==> src/voters.svh <==
`ifndef VOTERS_SVH
`define VOTERS_SVH

// Bitwise majority of three words
`define MAJ3(a, b, c) (((a) & (b)) | ((a) & (c)) | ((b) & (c)))

// Three replicas reduced to one voted word
`define VOTE3TO1(in_w, out_w) \
    out_w = `MAJ3(in_w[0], in_w[1], in_w[2])

// Three replicas voted back into three copies
`define VOTE3TO3(in_w, out_w) \
    out_w[0] = `MAJ3(in_w[0], in_w[1], in_w[2]); \
    out_w[1] = `MAJ3(in_w[0], in_w[1], in_w[2]); \
    out_w[2] = `MAJ3(in_w[0], in_w[1], in_w[2])

// Enumerations are voted by equality so the result is always a legal state
`define VOTE3TO3ENUM(in_s, out_s) \
    out_s[0] = (in_s[0] == in_s[1]) ? in_s[0] : in_s[2]; \
    out_s[1] = (in_s[0] == in_s[1]) ? in_s[0] : in_s[2]; \
    out_s[2] = (in_s[0] == in_s[1]) ? in_s[0] : in_s[2]

`endif

==> src/tdmr_pkg.sv <==
package tdmr_pkg;

    // Width of one multiply operand
    localparam int OP_W = 16;

    // Input word holds operand a above operand b, and the product is as wide
    localparam int DATA_W = 2 * OP_W;

    // Two counter bits with an even parity bit in the top position
    localparam int ID_W = 3;

    // States of the replicating front block
    typedef enum logic [1:0] {
        STORE_AND_SEND,
        SEND,
        REPLICATE
    } dmr_state_t;

    // States of the pairing and compare block
    typedef enum logic [1:0] {
        WAIT_FIRST,
        WAIT_SECOND,
        EMIT
    } end_state_t;

endpackage

==> src/tdmr_stream_if.sv <==
`timescale 1ns/10ps

interface tdmr_stream_if #(
    parameter int DATA_W = 32,
    parameter int ID_W   = 3
);

    logic [DATA_W-1:0] data;
    logic [ID_W-1:0]   id;
    logic              valid;
    logic              ready;

    // Producer drives payload and valid, consumer answers with ready
    modport source (output data, id, valid, input ready);
    modport sink (input data, id, valid, output ready);

endinterface

==> src/time_dmr_start.sv <==
`timescale 1ns/10ps

`include "voters.svh"

module time_dmr_start #(
    parameter int DATA_W = 32,
    parameter int ID_W   = 3
) (
    input  logic              clk_i,
    input  logic              rst_n_i,
    input  logic              enable_i,
    input  logic [DATA_W-1:0] in_data_i,
    input  logic              in_valid_i,
    output logic              in_ready_o,
    tdmr_stream_if.source     rep
);

    import tdmr_pkg::*;

    dmr_state_t state_v [3];
    dmr_state_t state_d [3];
    dmr_state_t state_q [3];

    logic [2:0][ID_W-1:0] id_v, id_d, id_q, id_next;
    logic [2:0][ID_W-2:0] cnt_next;
    logic [DATA_W-1:0]    data_q;
    logic                 store_en;

    // Each replica computes its own next state and next ID
    always_comb begin : next_state_logic
        for (int r = 0; r < 3; r++) begin
            state_v[r]  = state_q[r];
            id_v[r]     = id_q[r];
            cnt_next[r] = id_q[r][ID_W-2:0] + 1'b1;
            // Even parity over the whole ID
            id_next[r]  = {^cnt_next[r], cnt_next[r]};

            case (state_q[r])
                STORE_AND_SEND: begin
                    if (in_valid_i) begin
                        id_v[r] = id_next[r];
                        if (!rep.ready) begin
                            state_v[r] = SEND;
                        end else if (enable_i) begin
                            state_v[r] = REPLICATE;
                        end
                    end
                end
                SEND: begin
                    if (rep.ready) begin
                        state_v[r] = enable_i ? REPLICATE : STORE_AND_SEND;
                    end
                end
                REPLICATE: begin
                    if (rep.ready) begin
                        state_v[r] = STORE_AND_SEND;
                    end
                end
                default: begin
                    state_v[r] = STORE_AND_SEND;
                end
            endcase
        end
    end

    always_comb begin : voting_logic
        `VOTE3TO3ENUM(state_v, state_d);
        `VOTE3TO3(id_v, id_d);
    end

    always_ff @(posedge clk_i or negedge rst_n_i) begin : state_regs
        if (!rst_n_i) begin
            state_q <= '{default: STORE_AND_SEND};
            id_q    <= '0;
        end else begin
            state_q <= state_d;
            id_q    <= id_d;
        end
    end

    // Word is kept for the second pass and for a stalled first pass
    assign store_en = (state_q[0] == STORE_AND_SEND) && in_valid_i;

    always_ff @(posedge clk_i) begin : data_reg
        if (store_en) begin
            data_q <= in_data_i;
        end
    end

    // First copy passes straight through, replays come from the store
    always_comb begin : output_logic
        if (state_q[0] == STORE_AND_SEND) begin
            rep.valid  = in_valid_i;
            rep.data   = in_data_i;
            in_ready_o = 1'b1;
        end else begin
            rep.valid  = 1'b1;
            rep.data   = data_q;
            in_ready_o = 1'b0;
        end
        `VOTE3TO1(id_v, rep.id);
    end

endmodule

==> src/mul_pipe.sv <==
`timescale 1ns/10ps

module mul_pipe #(
    parameter int DATA_W = 32,
    parameter int ID_W   = 3
) (
    input  logic          clk_i,
    input  logic          rst_n_i,
    input  logic          upset_i,
    tdmr_stream_if.sink   rep,
    tdmr_stream_if.source prod
);

    localparam int HALF_W = DATA_W / 2;

    logic              advance;
    logic [HALF_W-1:0] op_a;
    logic [HALF_W-1:0] op_b;
    logic [DATA_W-1:0] product;
    logic [DATA_W-1:0] flip_mask;

    logic              s1_valid_q;
    logic              s2_valid_q;
    logic [DATA_W-1:0] s1_prod_q;
    logic [DATA_W-1:0] s2_prod_q;
    logic [ID_W-1:0]   s1_id_q;
    logic [ID_W-1:0]   s2_id_q;

    // Whole pipe freezes only when the output is held back
    assign advance   = !s2_valid_q || prod.ready;
    assign rep.ready = advance;

    assign op_a    = rep.data[DATA_W-1:HALF_W];
    assign op_b    = rep.data[HALF_W-1:0];
    assign product = DATA_W'(op_a) * DATA_W'(op_b);

    // Single-event upset on the LSB of the stage 1 result
    assign flip_mask = {{(DATA_W-1){1'b0}}, upset_i};

    always_ff @(posedge clk_i or negedge rst_n_i) begin : valid_regs
        if (!rst_n_i) begin
            s1_valid_q <= 1'b0;
            s2_valid_q <= 1'b0;
        end else if (advance) begin
            s1_valid_q <= rep.valid;
            s2_valid_q <= s1_valid_q;
        end
    end

    always_ff @(posedge clk_i) begin : payload_regs
        if (advance) begin
            s1_prod_q <= product ^ flip_mask;
            s1_id_q   <= rep.id;
            s2_prod_q <= s1_prod_q;
            s2_id_q   <= s1_id_q;
        end
    end

    assign prod.valid = s2_valid_q;
    assign prod.data  = s2_prod_q;
    assign prod.id    = s2_id_q;

endmodule

==> src/time_dmr_end.sv <==
`timescale 1ns/10ps

`include "voters.svh"

module time_dmr_end #(
    parameter int DATA_W = 32,
    parameter int ID_W   = 3
) (
    input  logic              clk_i,
    input  logic              rst_n_i,
    input  logic              enable_i,
    tdmr_stream_if.sink       prod,
    output logic [DATA_W-1:0] out_data_o,
    output logic              out_fault_o,
    output logic              out_valid_o,
    input  logic              out_ready_i
);

    import tdmr_pkg::*;

    end_state_t state_v [3];
    end_state_t state_d [3];
    end_state_t state_q [3];

    logic [DATA_W-1:0] first_data_q;
    logic [ID_W-1:0]   first_id_q;
    logic [DATA_W-1:0] res_data_q;
    logic              fault_q;
    logic              take_first;
    logic              take_result;
    logic              mismatch;

    always_comb begin : next_state_logic
        for (int r = 0; r < 3; r++) begin
            state_v[r] = state_q[r];
            case (state_q[r])
                WAIT_FIRST: begin
                    if (prod.valid) begin
                        state_v[r] = enable_i ? WAIT_SECOND : EMIT;
                    end
                end
                WAIT_SECOND: begin
                    if (prod.valid) begin
                        state_v[r] = EMIT;
                    end
                end
                EMIT: begin
                    if (out_ready_i) begin
                        state_v[r] = WAIT_FIRST;
                    end
                end
                default: begin
                    state_v[r] = WAIT_FIRST;
                end
            endcase
        end
    end

    always_comb begin : voting_logic
        `VOTE3TO3ENUM(state_v, state_d);
    end

    always_ff @(posedge clk_i or negedge rst_n_i) begin : state_regs
        if (!rst_n_i) begin
            state_q <= '{default: WAIT_FIRST};
        end else begin
            state_q <= state_d;
        end
    end

    assign prod.ready  = (state_q[0] != EMIT);
    assign take_first  = prod.valid && (state_q[0] == WAIT_FIRST) && enable_i;
    assign take_result = prod.valid && ((state_q[0] == WAIT_SECOND) ||
                         ((state_q[0] == WAIT_FIRST) && !enable_i));

    // Any difference in data or ID, or a bad parity on either copy
    assign mismatch = (first_data_q != prod.data) || (first_id_q != prod.id) ||
                      (^prod.id) || (^first_id_q);

    always_ff @(posedge clk_i) begin : data_regs
        if (take_first) begin
            first_data_q <= prod.data;
            first_id_q   <= prod.id;
        end
        if (take_result) begin
            res_data_q <= prod.data;
        end
    end

    // Unchecked results leave with the flag low
    always_ff @(posedge clk_i or negedge rst_n_i) begin : fault_reg
        if (!rst_n_i) begin
            fault_q <= 1'b0;
        end else if (take_result) begin
            fault_q <= (state_q[0] == WAIT_SECOND) && mismatch;
        end
    end

    assign out_valid_o = (state_q[0] == EMIT);
    assign out_data_o  = res_data_q;
    assign out_fault_o = fault_q;

endmodule

==> src/tdmr_top.sv <==
`timescale 1ns/10ps

module tdmr_top #(
    parameter int DATA_W = tdmr_pkg::DATA_W,
    parameter int ID_W   = tdmr_pkg::ID_W
) (
    input  logic              clk_i,
    input  logic              rst_n_i,
    input  logic              enable_i,
    input  logic              upset_i,
    input  logic [DATA_W-1:0] in_data_i,
    input  logic              in_valid_i,
    output logic              in_ready_o,
    output logic [DATA_W-1:0] out_data_o,
    output logic              out_fault_o,
    output logic              out_valid_o,
    input  logic              out_ready_i
);

    // Replicated stream into the pipe and product stream out of it
    tdmr_stream_if #(.DATA_W(DATA_W), .ID_W(ID_W)) rep_if ();
    tdmr_stream_if #(.DATA_W(DATA_W), .ID_W(ID_W)) prod_if ();

    time_dmr_start #(.DATA_W(DATA_W), .ID_W(ID_W)) u_start (
        .clk_i      (clk_i),
        .rst_n_i    (rst_n_i),
        .enable_i   (enable_i),
        .in_data_i  (in_data_i),
        .in_valid_i (in_valid_i),
        .in_ready_o (in_ready_o),
        .rep        (rep_if.source)
    );

    mul_pipe #(.DATA_W(DATA_W), .ID_W(ID_W)) u_pipe (
        .clk_i   (clk_i),
        .rst_n_i (rst_n_i),
        .upset_i (upset_i),
        .rep     (rep_if.sink),
        .prod    (prod_if.source)
    );

    time_dmr_end #(.DATA_W(DATA_W), .ID_W(ID_W)) u_end (
        .clk_i       (clk_i),
        .rst_n_i     (rst_n_i),
        .enable_i    (enable_i),
        .prod        (prod_if.sink),
        .out_data_o  (out_data_o),
        .out_fault_o (out_fault_o),
        .out_valid_o (out_valid_o),
        .out_ready_i (out_ready_i)
    );

endmodule

==> config.mk <==
export PLATFORM = sky130hd
export DESIGN_NAME = tdmr_top
export DESIGN_NICKNAME = d
export VERILOG_FILES = /design/src/tdmr_pkg.sv /design/src/tdmr_stream_if.sv /design/src/time_dmr_start.sv /design/src/mul_pipe.sv /design/src/time_dmr_end.sv /design/src/tdmr_top.sv
export VERILOG_INCLUDE_DIRS = /design/src
export SDC_FILE = /design/constraint.sdc
export NUM_CORES = 1
export LEC_CHECK = 0
export BUFFER_PORTS_ARGS = -buffer_cell sky130_fd_sc_hd__buf_4
export CAP_MARGIN = 20
export CORE_AREA = 2 2 164 166
export DETAILED_ROUTE_END_ITERATION = 16
export DIE_AREA = 0 0 166 168
export GPL_TIMING_DRIVEN = 0
export HOLD_SLACK_MARGIN = 0.15
export PLACE_DENSITY_LB_ADDON = 0.15
export SLEW_MARGIN = 40
export SYNTH_ARGS = -nofsm -noshare
export SYNTH_HDL_FRONTEND = slang
export SYNTH_SLANG_ARGS = --single-unit
==> constraint.sdc <==
create_clock -name clk_i -period 7.8 [get_ports clk_i]
set_clock_uncertainty 0.1 [all_clocks]
set_input_delay 1.56 -clock clk_i [delete_from_list [all_inputs] [get_ports clk_i]]
set_output_delay 1.56 -clock clk_i [all_outputs]
set_load 0.05 [all_outputs]
==> flow_metrics.env, run 1 <==
export IMPL_status="finished, final reports clean"
export IMPL_r2r_cells=21
export IMPL_routed_wl_mm=33.9
export IMPL_synth_nets=1650
export IMPL_drtAntennaViolNets=0
export IMPL_n_fill_cell=2137
export IMPL_initial_core_util_pct=56.7
export IMPL_synth_flop_cell="edfxtp_1"
export IMPL_area_growth_pct=11.5
export IMPL_critPathRequiredTime_ps=7900
export IMPL_place_congestion=0.963
export IMPL_std_cell_rows=60
export IMPL_crit_path_start_kind="register"
export IMPL_muxShareOfSynthArea_pct=4.26
export IMPL_mostFrequentLayoutCell="inv_1"
export IMPL_rr_startpoint="u_start.state_q[4]$_DFFE_PN0P_"
export IMPL_min_to="u_pipe.prod.data[14]$_DFFE_PN_"
export IMPL_hp_start="u_pipe.s1_prod_q[14]$_DFFE_PN_"
export IMPL_grt_usage_pct=25.1
export IMPL_final_nets=1746
export IMPL_dr_first_iter_drc_count=878
export IMPL_tightest_slew_ps=909
export IMPL_synthAdderAreaFrac_pct=34.7
export IMPL_antenna_found_initial=0
export IMPL_hpwlAfterDp_mm=26.7
export IMPL_synthSimpleGateAreaFrac_pct=10.2
export IMPL_firstDrtPassIters=5
export IMPL_synth_cell_types=59
export IMPL_antenna_cells=0
export IMPL_syn_area_um2=14900
export IMPL_slew_headroom_pct=38.2
export IMPL_layout_common_cells="228 x inv_1, 194 x fa_1, 169 x edfxtp_1, 162 x nand2_1, 130 x nor2_1"
export IMPL_synth_yosys_seq_area_share_pct=35.6
export IMPL_clock_sinks=179
export IMPL_min_period_over_period_pct=97.1
export IMPL_drive_gt1_share_pct=14.8
export IMPL_fin_tns_setup_ps=0
export IMPL_hold_path_class="reg2reg"
export IMPL_critPathKind="reg2reg"
export IMPL_dieArea_um2=27900
export IMPL_fp_coreArea_um2=26400
export IMPL_die_y_um=168
export IMPL_finalSetupViolations=0
export IMPL_cpPeakStageDelay_ps=560
export IMPL_fmax_ghz=0.132
export IMPL_drv_slew=0
export IMPL_clk_pin_slew_ps=90
export IMPL_synth_xor_area_share_pct=3.93
export IMPL_maxCapViolations=0
export IMPL_cts_buffer_depth=2
export IMPL_synth_top_family_by_area="adder cells"
export IMPL_synth_avg_cell_area_um2=11.4
export IMPL_die_w_um=166
export IMPL_tritoncts="yes"
export IMPL_pin_count=73
export IMPL_r2r_end="u_pipe.s1_prod_q[26]$_DFFE_PN_"
export IMPL_crit_path_max_fanout=10
export IMPL_hold_viol=0
export IMPL_yosysWarnings=0
export IMPL_grt_pass1_vias=9943
export IMPL_yosys_area_top_type="edfxtp_1"
export IMPL_grt_overflow=0
export IMPL_async_flop_share_pct=5.59
export IMPL_r2r_setup_slack_ps=230
export IMPL_post_drt_via_cell_ratio=5.55
export IMPL_drc=0
export IMPL_ys_seq_elements=179
export IMPL_cp_cell_sequence="nor2_2 > buf_2 > buf_4 > mux2i_2 > nor2_1 > fa_1 > inv_1 > fa_1 > fa_1 > fa_1 > inv_1 > fa_1 > inv_1 > fa_1 > inv_1 > ha_1 > a21oi_1 > o21ai_0 > nor4_1 > o31ai_1 > xor2_1"
export IMPL_period_needed_ps=7570
export IMPL_end_kind="register"
export IMPL_cts_root_buffer="clkbuf_16"
export IMPL_clkLatencyLatePin_ps=450
export IMPL_path_common_cell="fa_1"
export IMPL_htreeDepth=4
export IMPL_detail_route_wl_per_cell_um=19.2
export IMPL_crit_slowest_cell="fa_1"
export IMPL_grt_setup_unrepaired="false"
export IMPL_synthCells=1314
export IMPL_synth_compound_area_share_pct=4.45
export IMPL_whs_path_depth=0
export IMPL_ctsHoldBuffers=0
export IMPL_synth_edf_count=169
export IMPL_synth_area_leaders="edfxtp_1 34%, fa_1 26%, ha_1 8.7%, inv_1 5.8%, nand2_1 4.1%"
export IMPL_grt_start_max_net_pins=49
export IMPL_numPortBuffers=72
export IMPL_route_vias_total=9787
export IMPL_numCtsBuffers=17
export IMPL_grt_pass1_wl_mm=53.6
export IMPL_synth_top_area_share_pct=34.0
export IMPL_cts_setup_buffers=0
export IMPL_cp_arrival_ps=7670
-- Yosys cell counts (5+ instances only) --
cell type and count:
mux2_2 29, o21bai_1 5, xnor2_1 51, edfxtp_1 169, ha_1 104, or2_2 8
nand2_1 163, nand2b_1 5, dfrtp_1 10, fa_1 194, xor2_1 16, o21a_1 7
mux2i_1 31, clkbuf_1 7, inv_1 230, nand4_1 14, nand3_1 11, a21oi_1 28
nor3_1 7, buf_2 14, a21o_1 8, nor2_1 130, o21ai_0 13
-- cell families (layout without fill, tap and decap cells) --
group / Yosys count / after routing
and+or+nand+nor: 359 / 359
buffers and inverters: 257 / 366
adders and majority gates: 298 / 298
xor gates and xnor gates: 67 / 67
AOI/OAI and AO/OA: 94 / 94
muxes: 60 / 60
DFF: 179 / 179
-- metal layers --
layer  GRT usage (%)  routed length, µm
met3            5.85               2650
met2            40.1              15800
met1            33.7              14100
met4            10.2               1310
met5               0                  0
-- how the worst max path moves through the flow --
stage	slack, ps	startpoint	to	depth (start not counted)
global placement	-520	in_data_i[4]	u_pipe.s1_prod_q[26]$_DFFE_PN_	21
detailed placement	-270	in_data_i[5]	u_pipe.s1_prod_q[26]$_DFFE_PN_	21
floorplan	710	in_data_i[4]	u_pipe.s1_prod_q[22]$_DFFE_PN_	20
global route	30	u_start.state_q[4]$_DFFE_PN0P_	u_pipe.s1_prod_q[26]$_DFFE_PN_	21
finish	230	u_start.state_q[4]$_DFFE_PN0P_	u_pipe.s1_prod_q[26]$_DFFE_PN_	21
CTS	80	u_start.state_q[4]$_DFFE_PN0P_	u_pipe.s1_prod_q[26]$_DFFE_PN_	22
-- layout make-up --
| class | instances | area, µm² | share of cell area (%) |
|---|---|---|---|
| timing repair buffer | 77 | 586 | 3.52 |
| sequential | 179 | 5330 | 32.0 |
| buffer | 27 | 164 | 0.984 |
| multi-input combinational | 878 | 8710 | 52.3 |
| clock buffer | 18 | 429 | 2.58 |
| clock inverter | 14 | 153 | 0.917 |
| tap | 341 | 427 | 2.56 |
| inverter | 230 | 863 | 5.18 |
-- worst max-delay path: cells and delay by family (launching register included) --
| kind | cells | cell delay (ps) |
|---|---|---|
| compound gates | 3 | 630 |
| mux | 1 | 550 |
| fa+ha+maj | 7 | 3370 |
| flops | 1 | 430 |
| buf+inv | 6 | 930 |
| simple gates | 3 | 1170 |
| xor+xnor | 1 | 160 |
-- per-stage QoR --
stage	hold slack (ps)	std cells	setup slack [ps]	area [µm²]	util, %
4_1_cts	314	1764	76.9	16600	62.9
2_1_floorplan	300	1314	709	14900	-
6_report	315	1764	226	16700	63.2
5_1_grt	320	1764	26.6	16700	63.2
3_3_place_gp	301	1727	-518	15900	60.4
3_5_place_dp	305	1732	-273	16000	60.7
-- repair_timing --
item	in CTS	in global routing
endpoints found under the hold margin	0	0
resized for setup	0	18
endpoints found under the setup margin	0	15
Power of run 1 is left out: the tool's default activity adds up to more than one toggle a clock period on the data nets, which glitch-free logic cannot reach.
==> run 2, diff against run 1 <==
--- a/config.mk
+++ b/config.mk
@@ -8,9 +8,9 @@
 export LEC_CHECK = 0
 export BUFFER_PORTS_ARGS = -buffer_cell sky130_fd_sc_hd__buf_4
 export CAP_MARGIN = 20
-export CORE_AREA = 2 2 164 166
+export CORE_AREA = 2 2 176 178
 export DETAILED_ROUTE_END_ITERATION = 16
-export DIE_AREA = 0 0 166 168
+export DIE_AREA = 0 0 178 180
 export GPL_TIMING_DRIVEN = 0
 export HOLD_SLACK_MARGIN = 0.15
 export PLACE_DENSITY_LB_ADDON = 0.15
==> flow_metrics.env, run 2 (same netlist as run 1, synthesis figures left out) <==
export IMPL_min_to="u_pipe.prod.id[2]$_DFFE_PN_"
export IMPL_dr_first_iter_drc_count=703
export IMPL_drtAntennaViolNets=0
export IMPL_grt_setup_unrepaired="false"
export IMPL_die_y_um=180
export IMPL_r2r_cells=22
export IMPL_hold_viol=0
export IMPL_firstDrtPassIters=7
export IMPL_hold_path_class="reg2reg"
export IMPL_clock_sinks=179
export IMPL_drc=0
export IMPL_ctsHoldBuffers=0
export IMPL_tritoncts="yes"
export IMPL_critPathKind="reg2reg"
export IMPL_cp_arrival_ps=7640
export IMPL_fin_tns_setup_ps=0
export IMPL_rr_startpoint="u_start.state_q[4]$_DFFE_PN0P_"
export IMPL_period_needed_ps=7510
export IMPL_routed_wl_mm=34.2
export IMPL_htreeDepth=4
export IMPL_r2r_end="u_pipe.s1_prod_q[31]$_DFFE_PN_"
export IMPL_fp_coreArea_um2=30200
export IMPL_status="finished, final reports clean"
export IMPL_maxCapViolations=0
export IMPL_grt_pass1_vias=10146
export IMPL_hp_start="u_pipe.s1_id_q[2]$_DFFE_PN_"
export IMPL_tightest_slew_ps=865
export IMPL_clk_pin_slew_ps=70
export IMPL_post_drt_via_cell_ratio=5.35
export IMPL_pin_count=73
export IMPL_place_congestion=0.937
export IMPL_drv_slew=0
export IMPL_hpwlAfterDp_mm=27.9
export IMPL_grt_overflow=0
export IMPL_cts_buffer_depth=2
export IMPL_whs_path_depth=0
export IMPL_finalSetupViolations=0
export IMPL_dieArea_um2=32000
export IMPL_antenna_cells=0
export IMPL_dp_cells=1787
export IMPL_fmax_ghz=0.133
export IMPL_slew_headroom_pct=40.7
export IMPL_critPathRequiredTime_ps=7940
export IMPL_mostFrequentLayoutCell="inv_1"
export IMPL_detail_route_wl_per_cell_um=18.8
export IMPL_whs_ps=316
export IMPL_drive_gt1_share_pct=14.7
export IMPL_cts_root_buffer="clkbuf_16"
export IMPL_route_vias_total=9751
export IMPL_crit_path_max_fanout=10
export IMPL_std_cell_rows=64
export IMPL_crit_path_start_kind="register"
export IMPL_die_w_um=178
export IMPL_numCtsBuffers=17
export IMPL_min_period_over_period_pct=96.2
export IMPL_final_cells=1821
export IMPL_grt_pass1_wl_mm=53.8
export IMPL_initial_core_util_pct=49.5
export IMPL_grt_usage_pct=22.4
export IMPL_numPortBuffers=72
export IMPL_r2r_setup_slack_ps=290
export IMPL_area_growth_pct=12.2
export IMPL_clkLatencyLatePin_ps=450
export IMPL_layout_common_cells="228 x inv_1, 194 x fa_1, 169 x edfxtp_1, 162 x nand2_1, 130 x nor2_1"
export IMPL_final_nets=1748
export IMPL_grt_start_max_net_pins=47
export IMPL_antenna_found_initial=0
export IMPL_end_kind="register"
==> run 2: cell count changes in the layout (fill, tap and decap cells not counted), sizes merged <==
cell      change
clkinvlp      +5
clkinv        -4
buf           +2
clkbuf        -1
==> run 2: worst max-delay path, stage by stage (launching register included) <==
cell      delay (ps)
dfrtp_1          430
nor2_4           310
buf_2            410
buf_4            320
mux2i_1          760
nor2_1            90
ha_1             310
inv_1             50
fa_1             540
fa_1             520
inv_1             50
fa_1             440
fa_1             510
inv_1             50
fa_1             470
inv_1             40
ha_1             370
a21oi_1          380
o211ai_1         170
nor2_1           230
a21oi_4          130
o211a_1          250
nor3_2           320
==> run 2: stage by stage <==
stage	utilization, %	setup WS [ps]	area [µm²]
after floorplan	-	709	14900
after CTS	55.2	4.14	16700
after global placement	52.9	-749	16000
after detailed placement	53.2	-577	16100
final	55.5	294	16800
after global routing	55.5	18.7	16800
==> run 2: cell type report <==
cell class	count	area, µm²
fill	2602	13400
inverter	230	863
clock inverter	15	163
clock buffer	17	425
buffer	27	166
tap	396	495
sequential	179	5330
timing repair buffer	79	601
multi-input combinational	878	8730
==> run 2: how the worst max path moves through the flow <==
stage                                        start  slack [ps]                              to
floorplan                             in_data_i[4]         710  u_pipe.s1_prod_q[22]$_DFFE_PN_
global placement                      in_data_i[4]        -750  u_pipe.s1_prod_q[24]$_DFFE_PN_
detailed placement                    in_data_i[5]        -580  u_pipe.s1_prod_q[24]$_DFFE_PN_
global route        u_start.state_q[4]$_DFFE_PN0P_          20  u_pipe.s1_prod_q[24]$_DFFE_PN_
finish              u_start.state_q[4]$_DFFE_PN0P_         290  u_pipe.s1_prod_q[31]$_DFFE_PN_
CTS                 u_start.state_q[5]$_DFFE_PN0P_           4  u_pipe.s1_prod_q[24]$_DFFE_PN_
==> run 2: timing repair <==
| item | in CTS | in global routing |
|---|---|---|
| buffers inserted | 0 | 2 |
| setup endpoints to repair | 10 | 10 |
| gates resized for setup | 8 | 13 |
| pin swaps | 0 | 0 |
==> run 2: per-layer routing <==
layer	up-vias	share of wire (%)	global-route usage (%)
met1	4931	41	29.6
met2	302	50	37.3
met4	0	3.5	9.15
met3	67	5.5	3.24
li1	4451	-	-
met5	-	0	0
Power of run 2 is left out for the same reason.
==> run 3, diff against run 2 <==
--- a/config.mk
+++ b/config.mk
@@ -8,13 +8,12 @@
 export LEC_CHECK = 0
 export BUFFER_PORTS_ARGS = -buffer_cell sky130_fd_sc_hd__buf_4
 export CAP_MARGIN = 20
-export CORE_AREA = 2 2 176 178
+export CORE_AREA = 2 2 152 154
 export DETAILED_ROUTE_END_ITERATION = 16
-export DIE_AREA = 0 0 178 180
+export DIE_AREA = 0 0 154 156
 export GPL_TIMING_DRIVEN = 0
 export HOLD_SLACK_MARGIN = 0.15
 export PLACE_DENSITY_LB_ADDON = 0.15
-export SLEW_MARGIN = 40
 export SYNTH_ARGS = -nofsm -noshare
 export SYNTH_HDL_FRONTEND = slang
 export SYNTH_SLANG_ARGS = --single-unit
==> constraint.sdc (replaced) <==
create_clock -name clk_i -period 8.9 [get_ports clk_i]
set_clock_uncertainty 0.1 [all_clocks]
set_input_delay 1.78 -clock clk_i [delete_from_list [all_inputs] [get_ports clk_i]]
set_output_delay 1.78 -clock clk_i [all_outputs]
set_load 0.05 [all_outputs]
==> flow_metrics.env, run 3 (same netlist as run 1, synthesis figures left out) <==
export IMPL_status="finished, final reports clean"
export IMPL_r2r_setup_slack_ps=1020
export IMPL_rr_startpoint="u_start.state_q[4]$_DFFE_PN0P_"
export IMPL_critPathKind="in2reg"
export IMPL_hpwlAfterDp_mm=26.9
export IMPL_routed_wl_mm=34.1
export IMPL_fin_tns_setup_ps=0
export IMPL_critPathRequiredTime_ps=9060
export IMPL_drive_gt1_share_pct=13.1
export IMPL_fmax_ghz=0.124
export IMPL_hp_start="u_pipe.s1_prod_q[31]$_DFFE_PN_"
export IMPL_hold_viol=0
export IMPL_clkLatencyLatePin_ps=440
export IMPL_crit_path_start_kind="input port"
export IMPL_cp_arrival_ps=8200
export IMPL_detail_route_wl_per_cell_um=20.0
export IMPL_tightest_slew_ps=1160
export IMPL_tritoncts="yes"
export IMPL_htreeDepth=4
export IMPL_std_cell_rows=55
export IMPL_grt_pass1_vias=10285
export IMPL_grt_usage_pct=29.6
export IMPL_die_w_um=154
export IMPL_dr_first_iter_drc_count=875
export IMPL_cts_root_buffer="clkbuf_16"
export IMPL_fp_coreArea_um2=22400
export IMPL_numCtsBuffers=17
export IMPL_drv_slew=0
export IMPL_grt_overflow=0
export IMPL_mostFrequentLayoutCell="inv_1"
export IMPL_hold_path_class="reg2reg"
export IMPL_antenna_found_initial=0
export IMPL_grt_setup_unrepaired="false"
export IMPL_whs_path_depth=0
export IMPL_die_y_um=156
export IMPL_initial_core_util_pct=66.8
export IMPL_antenna_cells=0
export IMPL_area_growth_pct=10.7
export IMPL_min_to="u_pipe.prod.data[31]$_DFFE_PN_"
export IMPL_drc=0
export IMPL_place_congestion=0.986
export IMPL_r2r_end="u_pipe.s1_prod_q[31]$_DFFE_PN_"
export IMPL_n_fill_cell=1523
export IMPL_grt_start_max_net_pins=77
export IMPL_clock_sinks=179
export IMPL_clk_pin_slew_ps=70
export IMPL_ctsHoldBuffers=0
export IMPL_post_drt_via_cell_ratio=5.81
export IMPL_min_period_over_period_pct=90.4
export IMPL_cpPeakStageDelay_ps=690
export IMPL_crit_slowest_cell="mux2i_1"
export IMPL_slew_headroom_pct=20.1
export IMPL_finalSetupViolations=0
export IMPL_dieArea_um2=24000
export IMPL_cts_resized=0
export IMPL_pin_count=73
export IMPL_route_vias_total=9933
export IMPL_firstDrtPassIters=6
export IMPL_path_common_cell="fa_1"
export IMPL_r2r_cells=22
export IMPL_crit_path_max_fanout=10
export IMPL_cp_cell_sequence="buf_4 > mux2i_1 > clkbuf_1 > nor2_1 > fa_1 > inv_1 > fa_1 > inv_1 > fa_1 > fa_1 > fa_1 > inv_1 > fa_1 > inv_1 > ha_1 > a21oi_1 > o211ai_1 > nor2_1 > a21oi_4 > o211a_1 > nor3_2"
export IMPL_numPortBuffers=72
export IMPL_grt_pass1_wl_mm=53.8
export IMPL_cts_setup_buffers=0
export IMPL_maxCapViolations=0
export IMPL_final_nets=1748
export IMPL_layout_common_cells="230 x inv_1, 194 x fa_1, 169 x edfxtp_1, 162 x nand2_1, 130 x nor2_1"
export IMPL_period_needed_ps=8040
export IMPL_drtAntennaViolNets=0
export IMPL_cts_buffer_depth=2
export IMPL_end_kind="register"
## run 3: how the worst max path moves through the flow
stage                      start                              to  slack, ps  depth (start not counted)
global route        in_data_i[5]  u_pipe.s1_prod_q[26]$_DFFE_PN_        630                         20
floorplan           in_data_i[4]  u_pipe.s1_prod_q[22]$_DFFE_PN_       1590                         20
CTS                 in_data_i[5]  u_pipe.s1_prod_q[24]$_DFFE_PN_        950                         21
global placement    in_data_i[4]  u_pipe.s1_prod_q[31]$_DFFE_PN_        620                         21
detailed placement  in_data_i[4]  u_pipe.s1_prod_q[24]$_DFFE_PN_        540                         21
finish              in_data_i[5]  u_pipe.s1_prod_q[31]$_DFFE_PN_        860                         21
## run 3: worst max-delay path: cells and delay by family
family | cells | cell delay, ps
buffers and inverters | 6 | 870
multiplexers | 1 | 690
AO/OA/AOI/OAI | 4 | 940
AND/OR/NAND/NOR | 3 | 590
adder cells (fa/ha/maj) | 7 | 3330
## run 3: layer usage
| layer | vias up | global-route usage (%) | part of all wire [%] |
|---|---|---|---|
| li1 | 4449 | - | - |
| met1 | 4918 | 38.2 | 40 |
| met2 | 455 | 49.9 | 48 |
| met3 | 111 | 5.33 | 7.4 |
| met4 | 0 | 13.0 | 4.7 |
| met5 | - | 0 | 0 |
## run 3: layout make-up
cell class	count	area, µm²	share of cell area [%]
Inverter	230	863	5.22
Clock inverter	14	156	0.946
Timing Repair Buffer	79	641	3.87
Tap cell	285	357	2.16
Multi-Input combinational cell	878	8600	52.0
Buffer	27	160	0.969
Clock buffer	18	429	2.60
Sequential cell	179	5330	32.2
## run 3: per-stage QoR
stage,hold WS (ps),instance area [µm²],std cells,utilization (%),setup slack [ps]
after floorplan,300,14900,1314,-,1590
after global placement,301,15800,1671,70.8,618
after detailed placement,305,15900,1677,71.2,541
after CTS,312,16500,1709,73.8,947
after global routing,323,16500,1710,73.9,632
final,314,16500,1710,73.9,858
Power of run 3 is left out for the same reason.
